==> src/logic/net_cfg_pkg.sv <==
/*
 * protocol widths for the host request router
 * stream selector codes for the rdma and tcp paths
 */
`default_nettype none

package net_cfg_pkg;

    // stream selector and its two codes
    localparam int STRM_BITS = 1;
    localparam logic [STRM_BITS-1:0] STRM_RDMA = 1'b0;
    localparam logic [STRM_BITS-1:0] STRM_TCP = 1'b1;

    // request word fields
    localparam int CTX_BITS = 16;
    localparam int VADDR_BITS = 48;
    localparam int LEN_BITS = 28;

    // protocol sequence state
    localparam int PSN_BITS = 24;
    localparam int SEQ_BITS = 32;
    localparam int OPC_BITS = 4;
    localparam int QPN_BITS = 12;

endpackage

`default_nettype wire

==> src/logic/net_types_pkg.sv <==
/*
 * request types for the host request router
 *   rdma_ctx_t / tcp_ctx_t  two readings of the context word
 *   ctx_u                   union of both readings
 *   dreq_t, tcp_req_t       queued request and tcp path request
 *   rdma_out_t, tcp_out_t   stamped sequencer outputs
 */
`default_nettype none

package net_types_pkg;

    // rdma reading of the context, opcode on top
    typedef struct packed {
        logic [net_cfg_pkg::OPC_BITS-1:0] opcode;
        logic [net_cfg_pkg::QPN_BITS-1:0] qpn;
    } rdma_ctx_t;

    // tcp reading, the whole word is the session id
    typedef struct packed {
        logic [net_cfg_pkg::CTX_BITS-1:0] sid;
    } tcp_ctx_t;

    // decoded one way or the other by the stream field
    typedef union packed {
        rdma_ctx_t rdma;
        tcp_ctx_t tcp;
    } ctx_u;

    // what the tcp path carries
    typedef struct packed {
        logic [net_cfg_pkg::CTX_BITS-1:0] sid;
        logic [net_cfg_pkg::VADDR_BITS-1:0] vaddr;
        logic [net_cfg_pkg::LEN_BITS-1:0] len;
    } tcp_req_t;

    // full host request, as queued
    typedef struct packed {
        logic [net_cfg_pkg::STRM_BITS-1:0] strm;
        ctx_u ctx;
        logic [net_cfg_pkg::VADDR_BITS-1:0] vaddr;
        logic [net_cfg_pkg::LEN_BITS-1:0] len;
    } dreq_t;

    typedef struct packed {
        dreq_t req;
        logic [net_cfg_pkg::PSN_BITS-1:0] psn;
    } rdma_out_t;

    typedef struct packed {
        tcp_req_t req;
        logic [net_cfg_pkg::SEQ_BITS-1:0] seq;
    } tcp_out_t;

endpackage

`default_nettype wire

==> src/logic/meta_intf.sv <==
/*
 * valid/ready metadata interface
 * master modport drives valid and data, slave modport drives ready
 */
`timescale 1ns/10ps
`default_nettype none

interface meta_intf #(
    parameter int DATA_BITS = 32
) ();

    // transfer on a clock edge with valid and ready both high
    logic valid;
    logic ready;
    // held stable from valid until the transfer
    logic [DATA_BITS-1:0] data;

    // sending side
    modport m (
        output valid,
        output data,
        input  ready
    );

    // receiving side
    modport s (
        input  valid,
        input  data,
        output ready
    );

endinterface

`default_nettype wire

==> src/logic/meta_reg.sv <==
/*
 * register slice for a valid/ready metadata stream
 * main register plus one skid entry, registered ready
 */
`timescale 1ns/10ps
`default_nettype none

module meta_reg #(
    parameter int DATA_BITS = 32
) (
    input  wire   aclk,
    input  wire   rst,
    meta_intf.s   s_meta,
    meta_intf.m   m_meta
);

    logic main_valid;
    logic skid_valid;
    logic [DATA_BITS-1:0] main_data;
    logic [DATA_BITS-1:0] skid_data;
    // output slot empty or draining this cycle
    logic out_free;

    assign out_free = !main_valid || m_meta.ready;
    // ready comes straight from a flop
    assign s_meta.ready = !skid_valid;
    assign m_meta.valid = main_valid;
    assign m_meta.data = main_data;

    always_ff @(posedge aclk) begin
        if (rst) begin
            main_valid <= 1'b0;
            skid_valid <= 1'b0;
        end else if (out_free) begin
            // skid drains first, input is blocked meanwhile
            main_valid <= skid_valid || s_meta.valid;
            skid_valid <= 1'b0;
        end else if (s_meta.valid && !skid_valid) begin
            // output stalled, park the incoming item
            skid_valid <= 1'b1;
        end
    end

    always_ff @(posedge aclk) begin
        if (out_free) begin
            main_data <= skid_valid ? skid_data : s_meta.data;
        end
        if (!out_free && !skid_valid) begin
            skid_data <= s_meta.data;
        end
    end

endmodule

`default_nettype wire

==> src/logic/dreq_fifo.sv <==
/*
 * host request queue
 * circular buffer with pointers and count, head held in an output register
 */
`timescale 1ns/10ps
`default_nettype none

module dreq_fifo #(
    parameter int QDEPTH = 8
) (
    input  wire                       aclk,
    input  wire                       rst,
    input  wire                       in_valid,
    output logic                      in_ready,
    input  wire net_types_pkg::dreq_t in_data,
    meta_intf.m                       m_req
);

    localparam int PTR_BITS = $clog2(QDEPTH);
    localparam logic [PTR_BITS:0] FULL_CNT = (PTR_BITS + 1)'(QDEPTH);

    // storage
    net_types_pkg::dreq_t mem [QDEPTH];
    logic [PTR_BITS-1:0] wr_ptr;
    logic [PTR_BITS-1:0] rd_ptr;
    // entries in mem, head register not counted
    logic [PTR_BITS:0] count;

    // head register
    logic head_valid;
    net_types_pkg::dreq_t head_data;

    logic push;
    logic pop;

    assign in_ready = (count != FULL_CNT);
    assign push = in_valid && in_ready;
    // refill the head when it is empty or leaving
    assign pop = (count != '0) && (!head_valid || m_req.ready);

    assign m_req.valid = head_valid;
    assign m_req.data = head_data;

    always_ff @(posedge aclk) begin
        if (rst) begin
            wr_ptr <= '0;
            rd_ptr <= '0;
            count <= '0;
            head_valid <= 1'b0;
        end else begin
            // pointers wrap on their own, depth is a power of two
            if (push) begin
                wr_ptr <= wr_ptr + 1'b1;
            end
            if (pop) begin
                rd_ptr <= rd_ptr + 1'b1;
            end
            case ({push, pop})
                2'b10: count <= count + 1'b1;
                2'b01: count <= count - 1'b1;
                default: count <= count;
            endcase
            if (pop) begin
                head_valid <= 1'b1;
            end else if (m_req.ready) begin
                head_valid <= 1'b0;
            end
        end
    end

    always_ff @(posedge aclk) begin
        if (push) begin
            mem[wr_ptr] <= in_data;
        end
        if (pop) begin
            head_data <= mem[rd_ptr];
        end
    end

endmodule

`default_nettype wire

==> src/logic/dreq_mux_net.sv <==
/*
 * stream router for queued host requests
 * rdma requests go out whole, tcp requests as session, address and length
 * each path leaves through its own register slice
 */
`timescale 1ns/10ps
`default_nettype none

module dreq_mux_net (
    input  wire   aclk,
    input  wire   rst,
    meta_intf.s   s_req,
    meta_intf.m   m_req_rdma,
    meta_intf.m   m_req_tcp
);

    // per path, before the slices
    meta_intf #(.DATA_BITS($bits(net_types_pkg::dreq_t))) rdma_int ();
    meta_intf #(.DATA_BITS($bits(net_types_pkg::tcp_req_t))) tcp_int ();

    net_types_pkg::dreq_t req;
    net_types_pkg::tcp_req_t tcp_fields;

    assign req = s_req.data;

    // steer valid to one path and hand back its ready
    always_comb begin
        s_req.ready = 1'b0;
        rdma_int.valid = 1'b0;
        tcp_int.valid = 1'b0;
        if (s_req.valid) begin
            if (req.strm == net_cfg_pkg::STRM_RDMA) begin
                rdma_int.valid = 1'b1;
                s_req.ready = rdma_int.ready;
            end else if (req.strm == net_cfg_pkg::STRM_TCP) begin
                tcp_int.valid = 1'b1;
                s_req.ready = tcp_int.ready;
            end
        end
    end

    // tcp reading of the context word
    assign tcp_fields.sid = req.ctx.tcp.sid;
    assign tcp_fields.vaddr = req.vaddr;
    assign tcp_fields.len = req.len;

    assign rdma_int.data = req;
    assign tcp_int.data = tcp_fields;

    meta_reg #(
        .DATA_BITS($bits(net_types_pkg::dreq_t))
    ) i_reg_rdma (
        .aclk   (aclk),
        .rst    (rst),
        .s_meta (rdma_int),
        .m_meta (m_req_rdma)
    );

    meta_reg #(
        .DATA_BITS($bits(net_types_pkg::tcp_req_t))
    ) i_reg_tcp (
        .aclk   (aclk),
        .rst    (rst),
        .s_meta (tcp_int),
        .m_meta (m_req_tcp)
    );

endmodule

`default_nettype wire

==> src/logic/rdma_psn_seq.sv <==
/*
 * rdma sequencer
 * per queue pair PSN table, stamps each request with the current PSN
 * and advances it by the packet count of the request
 */
`timescale 1ns/10ps
`default_nettype none

module rdma_psn_seq #(
    parameter int N_QP = 16,
    parameter int PMTU_BYTES = 1024
) (
    input  wire                      aclk,
    input  wire                      rst,
    meta_intf.s                      s_req,
    output logic                     out_valid,
    input  wire                      out_ready,
    output net_types_pkg::rdma_out_t out_data
);

    localparam int IDX_BITS = $clog2(N_QP);
    localparam int MTU_SHIFT = $clog2(PMTU_BYTES);
    // low length bits below one mtu
    localparam logic [net_cfg_pkg::LEN_BITS-1:0] MTU_MASK =
        (net_cfg_pkg::LEN_BITS)'(PMTU_BYTES - 1);

    net_types_pkg::dreq_t req;
    logic [IDX_BITS-1:0] idx;
    logic [net_cfg_pkg::LEN_BITS-1:0] pkt_cnt;
    logic [net_cfg_pkg::PSN_BITS-1:0] psn_tab [N_QP];
    logic accept;

    assign req = s_req.data;
    // table slot from the low qpn bits
    assign idx = req.ctx.rdma.qpn[IDX_BITS-1:0];
    // output stage frees up in the cycle it is read
    assign s_req.ready = !out_valid || out_ready;
    assign accept = s_req.valid && s_req.ready;

    // packets = ceil(len / pmtu), at least one
    always_comb begin
        pkt_cnt = req.len >> MTU_SHIFT;
        if ((req.len & MTU_MASK) != '0) begin
            pkt_cnt = pkt_cnt + 1'b1;
        end
        if (pkt_cnt == '0) begin
            pkt_cnt = {{(net_cfg_pkg::LEN_BITS - 1){1'b0}}, 1'b1};
        end
    end

    always_ff @(posedge aclk) begin
        if (rst) begin
            out_valid <= 1'b0;
            for (int i = 0; i < N_QP; i++) begin
                psn_tab[i] <= '0;
            end
        end else begin
            if (accept) begin
                out_valid <= 1'b1;
                // psn wraps at its own width
                psn_tab[idx] <= psn_tab[idx] + pkt_cnt[net_cfg_pkg::PSN_BITS-1:0];
            end else if (out_ready) begin
                out_valid <= 1'b0;
            end
        end
    end

    always_ff @(posedge aclk) begin
        if (accept) begin
            out_data.req <= req;
            out_data.psn <= psn_tab[idx];
        end
    end

endmodule

`default_nettype wire

==> src/logic/tcp_seq_track.sv <==
/*
 * tcp sequencer
 * per session byte sequence table, stamps each request with the
 * current sequence number and advances it by the request length
 */
`timescale 1ns/10ps
`default_nettype none

module tcp_seq_track #(
    parameter int N_SID = 16
) (
    input  wire                     aclk,
    input  wire                     rst,
    meta_intf.s                     s_req,
    output logic                    out_valid,
    input  wire                     out_ready,
    output net_types_pkg::tcp_out_t out_data
);

    localparam int IDX_BITS = $clog2(N_SID);

    net_types_pkg::tcp_req_t req;
    logic [IDX_BITS-1:0] idx;
    // length widened to the sequence width
    logic [net_cfg_pkg::SEQ_BITS-1:0] len_ext;
    logic [net_cfg_pkg::SEQ_BITS-1:0] seq_tab [N_SID];
    logic accept;

    assign req = s_req.data;
    assign idx = req.sid[IDX_BITS-1:0];
    assign len_ext = {{(net_cfg_pkg::SEQ_BITS - net_cfg_pkg::LEN_BITS){1'b0}}, req.len};

    // accept while empty or while the current item leaves
    assign s_req.ready = !out_valid || out_ready;
    assign accept = s_req.valid && s_req.ready;

    always_ff @(posedge aclk) begin
        if (rst) begin
            out_valid <= 1'b0;
            for (int i = 0; i < N_SID; i++) begin
                seq_tab[i] <= '0;
            end
        end else begin
            if (accept) begin
                out_valid <= 1'b1;
                // modulo 2^32, wraps like the tcp sequence space
                seq_tab[idx] <= seq_tab[idx] + len_ext;
            end else if (out_ready) begin
                out_valid <= 1'b0;
            end
        end
    end

    // payload, no reset
    always_ff @(posedge aclk) begin
        if (accept) begin
            out_data.req <= req;
            out_data.seq <= seq_tab[idx];
        end
    end

endmodule

`default_nettype wire

==> src/logic/net_dreq_top.sv <==
/*
 * host request router top level
 * host port -> request queue -> stream router -> rdma / tcp sequencers
 * plain ports on all sides
 */
`timescale 1ns/10ps
`default_nettype none

module net_dreq_top #(
    parameter int QDEPTH = 8,
    parameter int N_QP = 16,
    parameter int N_SID = 16,
    parameter int PMTU_BYTES = 1024
) (
    input  wire                                    aclk,
    input  wire                                    rst,

    // host requests
    input  wire                                    host_valid,
    output logic                                   host_ready,
    input  wire  [net_cfg_pkg::STRM_BITS-1:0]      host_strm,
    input  wire  [net_cfg_pkg::CTX_BITS-1:0]       host_ctx,
    input  wire  [net_cfg_pkg::VADDR_BITS-1:0]     host_vaddr,
    input  wire  [net_cfg_pkg::LEN_BITS-1:0]       host_len,

    // rdma path
    output logic                                   rdma_valid,
    input  wire                                    rdma_ready,
    output logic [net_cfg_pkg::OPC_BITS-1:0]       rdma_opcode,
    output logic [net_cfg_pkg::QPN_BITS-1:0]       rdma_qpn,
    output logic [net_cfg_pkg::VADDR_BITS-1:0]     rdma_vaddr,
    output logic [net_cfg_pkg::LEN_BITS-1:0]       rdma_len,
    output logic [net_cfg_pkg::PSN_BITS-1:0]       rdma_psn,

    // tcp path
    output logic                                   tcp_valid,
    input  wire                                    tcp_ready,
    output logic [net_cfg_pkg::CTX_BITS-1:0]       tcp_sid,
    output logic [net_cfg_pkg::VADDR_BITS-1:0]     tcp_vaddr,
    output logic [net_cfg_pkg::LEN_BITS-1:0]       tcp_len,
    output logic [net_cfg_pkg::SEQ_BITS-1:0]       tcp_seq
);

    net_types_pkg::dreq_t host_req;
    net_types_pkg::rdma_out_t rdma_out;
    net_types_pkg::tcp_out_t tcp_out;

    // queue head, and the two routed paths
    meta_intf #(.DATA_BITS($bits(net_types_pkg::dreq_t))) q_req ();
    meta_intf #(.DATA_BITS($bits(net_types_pkg::dreq_t))) rdma_req ();
    meta_intf #(.DATA_BITS($bits(net_types_pkg::tcp_req_t))) tcp_req ();

    // pack host fields, context stays undecoded here
    assign host_req.strm = host_strm;
    assign host_req.ctx = net_types_pkg::ctx_u'(host_ctx);
    assign host_req.vaddr = host_vaddr;
    assign host_req.len = host_len;

    dreq_fifo #(
        .QDEPTH (QDEPTH)
    ) i_fifo (
        .aclk     (aclk),
        .rst      (rst),
        .in_valid (host_valid),
        .in_ready (host_ready),
        .in_data  (host_req),
        .m_req    (q_req)
    );

    dreq_mux_net i_mux (
        .aclk       (aclk),
        .rst        (rst),
        .s_req      (q_req),
        .m_req_rdma (rdma_req),
        .m_req_tcp  (tcp_req)
    );

    rdma_psn_seq #(
        .N_QP       (N_QP),
        .PMTU_BYTES (PMTU_BYTES)
    ) i_rdma_seq (
        .aclk      (aclk),
        .rst       (rst),
        .s_req     (rdma_req),
        .out_valid (rdma_valid),
        .out_ready (rdma_ready),
        .out_data  (rdma_out)
    );

    tcp_seq_track #(
        .N_SID (N_SID)
    ) i_tcp_seq (
        .aclk      (aclk),
        .rst       (rst),
        .s_req     (tcp_req),
        .out_valid (tcp_valid),
        .out_ready (tcp_ready),
        .out_data  (tcp_out)
    );

    // unpack, rdma reading of the context
    assign rdma_opcode = rdma_out.req.ctx.rdma.opcode;
    assign rdma_qpn = rdma_out.req.ctx.rdma.qpn;
    assign rdma_vaddr = rdma_out.req.vaddr;
    assign rdma_len = rdma_out.req.len;
    assign rdma_psn = rdma_out.psn;

    assign tcp_sid = tcp_out.req.sid;
    assign tcp_vaddr = tcp_out.req.vaddr;
    assign tcp_len = tcp_out.req.len;
    assign tcp_seq = tcp_out.seq;

endmodule

`default_nettype wire

==> config.mk <==
export PLATFORM = sky130hd
export DESIGN_NAME = net_dreq_top
export DESIGN_NICKNAME = d
export VERILOG_FILES = /design/src/logic/net_cfg_pkg.sv /design/src/logic/net_types_pkg.sv /design/src/logic/meta_intf.sv /design/src/logic/meta_reg.sv /design/src/logic/dreq_fifo.sv /design/src/logic/dreq_mux_net.sv /design/src/logic/rdma_psn_seq.sv /design/src/logic/tcp_seq_track.sv /design/src/logic/net_dreq_top.sv
export SDC_FILE = /design/constraint.sdc
export NUM_CORES = 2
export LEC_CHECK = 0
export ABC_CLOCK_PERIOD_IN_PS = 14800
export BUFFER_PORTS_ARGS = -buffer_cell sky130_fd_sc_hd__clkbuf_2
export CAP_MARGIN = 20
export CORE_MARGIN = 4
export CORE_UTILIZATION = 60
export DETAILED_ROUTE_END_ITERATION = 8
export PLACE_DENSITY_LB_ADDON = 0.2
export SLEW_MARGIN = 15
export SYNTH_ARGS = -nofsm -noshare
export SYNTH_HDL_FRONTEND = slang
export SYNTH_HIERARCHICAL = 1
export SYNTH_SLANG_ARGS = --single-unit
==> constraint.sdc <==
create_clock -name aclk -period 14.8 [get_ports aclk]
set_input_delay 0.74 -clock aclk [delete_from_list [all_inputs] [get_ports aclk]]
set_output_delay 0.74 -clock aclk [all_outputs]
set_load 0.02 [all_outputs]
; ---- Yosys cells after proc, flatten, opt, wreduce, memory -nomap -nowiden
; Memory sizes are Yosys's and may differ from the RTL's. A register that Yosys moved wholly into a read port is not among the register bits.
; Cells that the tools add are included.
[totals]
ff_bits = 625
ram_bits = 1640
inputBits = 98
wordCells = 105
memories = 3
[memory_table]
columns = name, words, width, read_ports, rd_ports_with_merged_regs, write_ports, line
row1 = i_fifo.mem, 8, 93, 1, 1, 1, dreq_fifo.sv:23  ; net_types_pkg::dreq_t mem [QDEPTH];
row2 = i_tcp_seq.seq_tab, 16, 32, 1, 1, 16, tcp_seq_track.sv:26  ; logic [net_cfg_pkg::SEQ_BITS-1:0] seq_tab [N_SID];
row3 = i_rdma_seq.psn_tab, 16, 24, 1, 1, 16, rdma_psn_seq.sv:30  ; logic [net_cfg_pkg::PSN_BITS-1:0] psn_tab [N_QP];
[classes]
addsub = 7
n_eq_ne = 3
muxes = 35
reduce_logical = 35
[ops]
columns = operator, count
row1 = $mux W92, 2
row2 = $mux W24, 2
row3 = $add A32 B28 Y32, 1
row4 = $mux W32, 1
row5 = $reduce_or A32 Y1, 1
row6 = $logic_not A28 Y1, 1
row7 = $reduce_bool A28 Y1, 1
row8 = $add A24 B24 Y24, 1
row9 = $mux W1, 24
row10 = $reduce_or A24 Y1, 1
row11 = $add A18 B1 Y19 const B, 1
row12 = $mux W19, 1
row13 = $mux W4, 4
row14 = $logic_not A1 Y1, 9
row15 = $logic_and A1 B1 Y1, 8
row16 = $pmux W4 S2, 1
row17 = $reduce_bool A2 Y1, 4
row18 = $logic_or A1 B1 Y1, 7
row19 = $add A3 B1 Y3 const B, 2
row20 = $add A4 B1 Y4 const B, 1
row21 = $ne A4 B4 Y1 const B, 1
row22 = $reduce_bool A4 Y1, 1
row23 = $reduce_or A2 Y1, 2
row24 = $sub A4 B1 Y4 const B, 1
row25 = other kinds (2), 2

; ---- Logic depth before layout (Yosys ltp)
[logic_depth]
ltp_word = 8
mapped_depth = 20
ltp_nobuf = 18

; ---- By module
; Netlist, hierarchy kept.
[by_module_without_submodules]
columns = mod, n_inst, cells_each, area_per_inst_um2
row1 = dreq_fifo, 1, 1240, 31390.1
row2 = tcp_seq_track, 1, 1702, 27035.9
row3 = rdma_psn_seq, 1, 1399, 21724.6
row4 = meta_reg (i_mux.i_reg_rdma), 1, 298, 6931.6
row5 = meta_reg (i_mux.i_reg_tcp), 1, 295, 6904.1
row6 = dreq_mux_net, 1, 4, 32.5

; ---- Worst setup path after synthesis
; No wires, ideal clock.
[synth_path]
kind = register to register
startpoint = register i_fifo.count[1]
endpoint = memory i_fifo/mem[0][0] in the netlist's numbering (enable)
setup_time_ns = 0.773
arrival_time_ns = 9.810
slack_ns = 4.217
stages_incl_launch_ff = 5
path_buffers = 1
path_cell_list = dfxtp_1 -> or4b_1 -> clkbuf_1 -> nand2_2 -> nor4_1
[synth_between]
elab_chain_len = 4
[synth_lines]
columns = element, line
row1 = start: declaration, dreq_fifo.sv:27  ; logic [PTR_BITS:0] count;
row2 = start signal: assignment, dreq_fifo.sv:59  ; 2'b10: count <= count + 1'b1;
row3 = start signal: assignment, dreq_fifo.sv:60  ; 2'b01: count <= count - 1'b1;
row4 = start signal: assignment, dreq_fifo.sv:61  ; default: count <= count;
row5 = $ne A4 B4 Y1, dreq_fifo.sv:36  ; assign in_ready = (count != FULL_CNT);
row6 = named net host_ready, net_dreq_top.sv:20  ; output logic host_ready,
row7 = $logic_and A1 B1 Y1, dreq_fifo.sv:37  ; assign push = in_valid && in_ready;
row8 = $mux W1, dreq_fifo.sv:72  ; if (push) begin
row9 = $mux W1 (implied by the code), dreq_fifo.sv:73  ; mem[wr_ptr] <= in_data;
row10 = end: declaration, dreq_fifo.sv:23
; The timed path passes the listed nets, and every way through them passes these cells.

==> impl_metrics.csv <==
group,metric,value,unit
run_status,status,"finished, final reports clean",
critical_path,path_class,"flip-flop to flip-flop",
cts,clock_latency,850,ps
power_and_ir_drop,worst_ir_drop_vdd,0.196,mV
cts,root_buffer,"clkbuf_16",
timing,finalCriticalPeriod,6320,ps
floorplanning,dieArea,0.163,mm²
grt,grt_first_pass_wirelength,332,mm
finish,fillers,9838,
timing,tns,0,ps
cts,cts_sinks,2358,
placed_design,post-dp-hpwl,126,mm
cts,cts_max_level,4,
timing,rsz0062_at_grt,"no",
finish,area_delta_synth_final,12.1,%
finish,regArea,0.0707,mm²
placed_design,portBuffers,340,
drt,route.vias.total,48500,
floorplanning,core_area,0.155,mm²
power_and_ir_drop,power_density,215,mW/mm²
finish,final_cell_mix,"edfxtp_1 (2,341), nor2_1 (915), mux4_2 (429), clkbuf_2 (340), clkbuf_16 (231)",
power_and_ir_drop,p_leak,0.0359,µW
timing,setup_viol,0,
finish,final_nets,5487,
critical_path,crit_required,15320,ps
floorplanning,fp.dieW,404,µm
finish,final_common_cell,"edfxtp_1",
grt,antenna_found_initial,29,
drt,ant_nets,0,
yosys,synth_area_per_cell,19.0,µm²
critical_path,cp-start-kind,"flip-flop",
cts,ctsResizeCount,0,
finish,multi_input_area,0.0219,mm²
drt,drc,0,
placed_design,gp_congestion,0.897,
grt,grt_pass1_vias,49100,
grt,grt_max_degree,134,
timing,finalMaxSlewViolations,0,
cts,numCtsBuffers,226,
yosys,syn_area,0.0939,mm²
critical_path,path_max_fanout,16,
timing,hold_viol_final,0,
yosys,syn_inst,4934,
timing,tightest_slew,1130,ps
hold_path,hp-class,"primary input to flip-flop",
floorplanning,die_y,404,µm
cts,cts_max_path_buffers,3,
cts,clk_pin_slew,60,ps
critical_path,crit_path_end_kind,"flip-flop",
timing,whs,177,ps
timing,finClkSkew,46.0,ps
yosys,yosys_warnings,6,
grt,grt-ovfl-total,0,
timing,slew_headroom,0.247,
cts,hold_buffers,0,
cts,postCtsSetupBuffers,0,
timing,min_period_over_period,0.427,
floorplanning,io_pins,341,
drt,wl,228,mm
floorplanning,fp-row-count,144,
power_and_ir_drop,power.total,22600,µW
timing,max_freq,0.158,GHz
job,drv_cap,0,
floorplanning,initial_core_util,0.607,
grt,track_usage,0.281,
critical_path,crit_arrival,6840,ps
drt,firstDrtPassIters,6,
drt,wl_per_cell,30.0,µm
cts,cts_tree,"yes",
finish,drive_above_1_share,0.291,
drt,initialDrtViolationCount,5841,
yosys,syn_nets,5087,
drt,viasPerCell,6.40,
-- final timing paths --
path	start	slack [ps]	cells past startpoint	to
min	host_vaddr[9]	180	1	i_fifo/mem[6][37]
max	i_mux/i_reg_rdma/m_meta.data[1]	8480	17	i_rdma_seq/psn_tab[12][22]
min reg2reg	i_mux/i_reg_rdma/m_meta.data[66]	420	0	i_rdma_seq/out_data[90]
max reg2reg	i_mux/i_reg_rdma/m_meta.data[1]	8480	17	i_rdma_seq/psn_tab[12][22]
-- worst max-delay path, stage by stage, from the launching register on --
cell and delay (ps):
edfxtp_1 410, nor4_2 850, a31oi_1 490, and2_1 370, or3_1 330, a32o_1 220
nor4_1 280, a31o_1 260, ha_1 200, inv_1 60, fa_1 450, nor2b_1 180
o31a_1 230, o21ai_2 140, o21ai_0 440, o21ai_2 180, xor2_2 790, nor2_1 130
-- routing by layer --
layer  vias up  global-route usage  routed length, µm
li1      20100                   -                  -
met1     25200               0.395              86500
met2      2778               0.448             110000
met3       417              0.0716              25600
met4        20              0.0783               5810
met5         -                   0                119
-- flip-flops by register name (all words and copies together), names as in the netlist --
| name | flops |
|---|---|
| i_tcp_seq/out_valid | 1 |
| i_mux/i_reg_rdma/skid_valid | 1 |
| i_rdma_seq/out_valid | 1 |
| i_mux/i_reg_tcp/m_meta.valid | 1 |
| i_fifo/rd_ptr | 3 |
| i_fifo/m_req.valid | 1 |
| i_mux/i_reg_tcp/skid_data | 92 |
| i_tcp_seq/seq_tab | 512 |
| i_fifo/wr_ptr | 3 |
| i_mux/i_reg_tcp/m_meta.data | 92 |
| i_tcp_seq/out_data | 124 |
| i_mux/i_reg_tcp/skid_valid | 1 |
| i_fifo/count | 4 |
| i_mux/i_reg_rdma/m_meta.valid | 1 |
| i_mux/i_reg_rdma/m_meta.data | 92 |
| i_fifo/m_req.data | 93 |
| i_mux/i_reg_rdma/skid_data | 92 |
| i_fifo/mem | 744 |
| i_rdma_seq/psn_tab | 384 |
| i_rdma_seq/out_data | 116 |
-- power breakdown --
group          switching, µW  total (µW)  internal, µW
Clock                   2420        5620          3200
Sequential               585        9120          8530
Combinational           5010        7850          2840
-- layout make-up --
cell class | instances | share of cell area
clock inverters | 133 | 0.0120
well taps | 2044 | 0.0243
inverters | 37 | 0.00141
repair buffers | 467 | 0.0256
multi-input cells | 2244 | 0.208
flip-flops and latches | 2358 | 0.671
clock buffers | 291 | 0.0571
diodes | 14 | 0.000333
-- stage by stage --
| step | std cells | worst slack, ps | cell area (µm²) | utilization |
|---|---|---|---|---|
| 2_1_floorplan | 4934 | 4220 | 93900 | - |
| 3_3_place_gp | 7135 | 8480 | 97800 | 0.632 |
| 3_5_place_dp | 7144 | 8330 | 97800 | 0.632 |
| 4_1_cts | 7568 | 8320 | 105000 | 0.679 |
| 5_1_grt | 7577 | 8090 | 105000 | 0.680 |
| 6_report | 7588 | 8480 | 105000 | 0.680 |
Note: power is estimated with default switching activity, not from simulation.
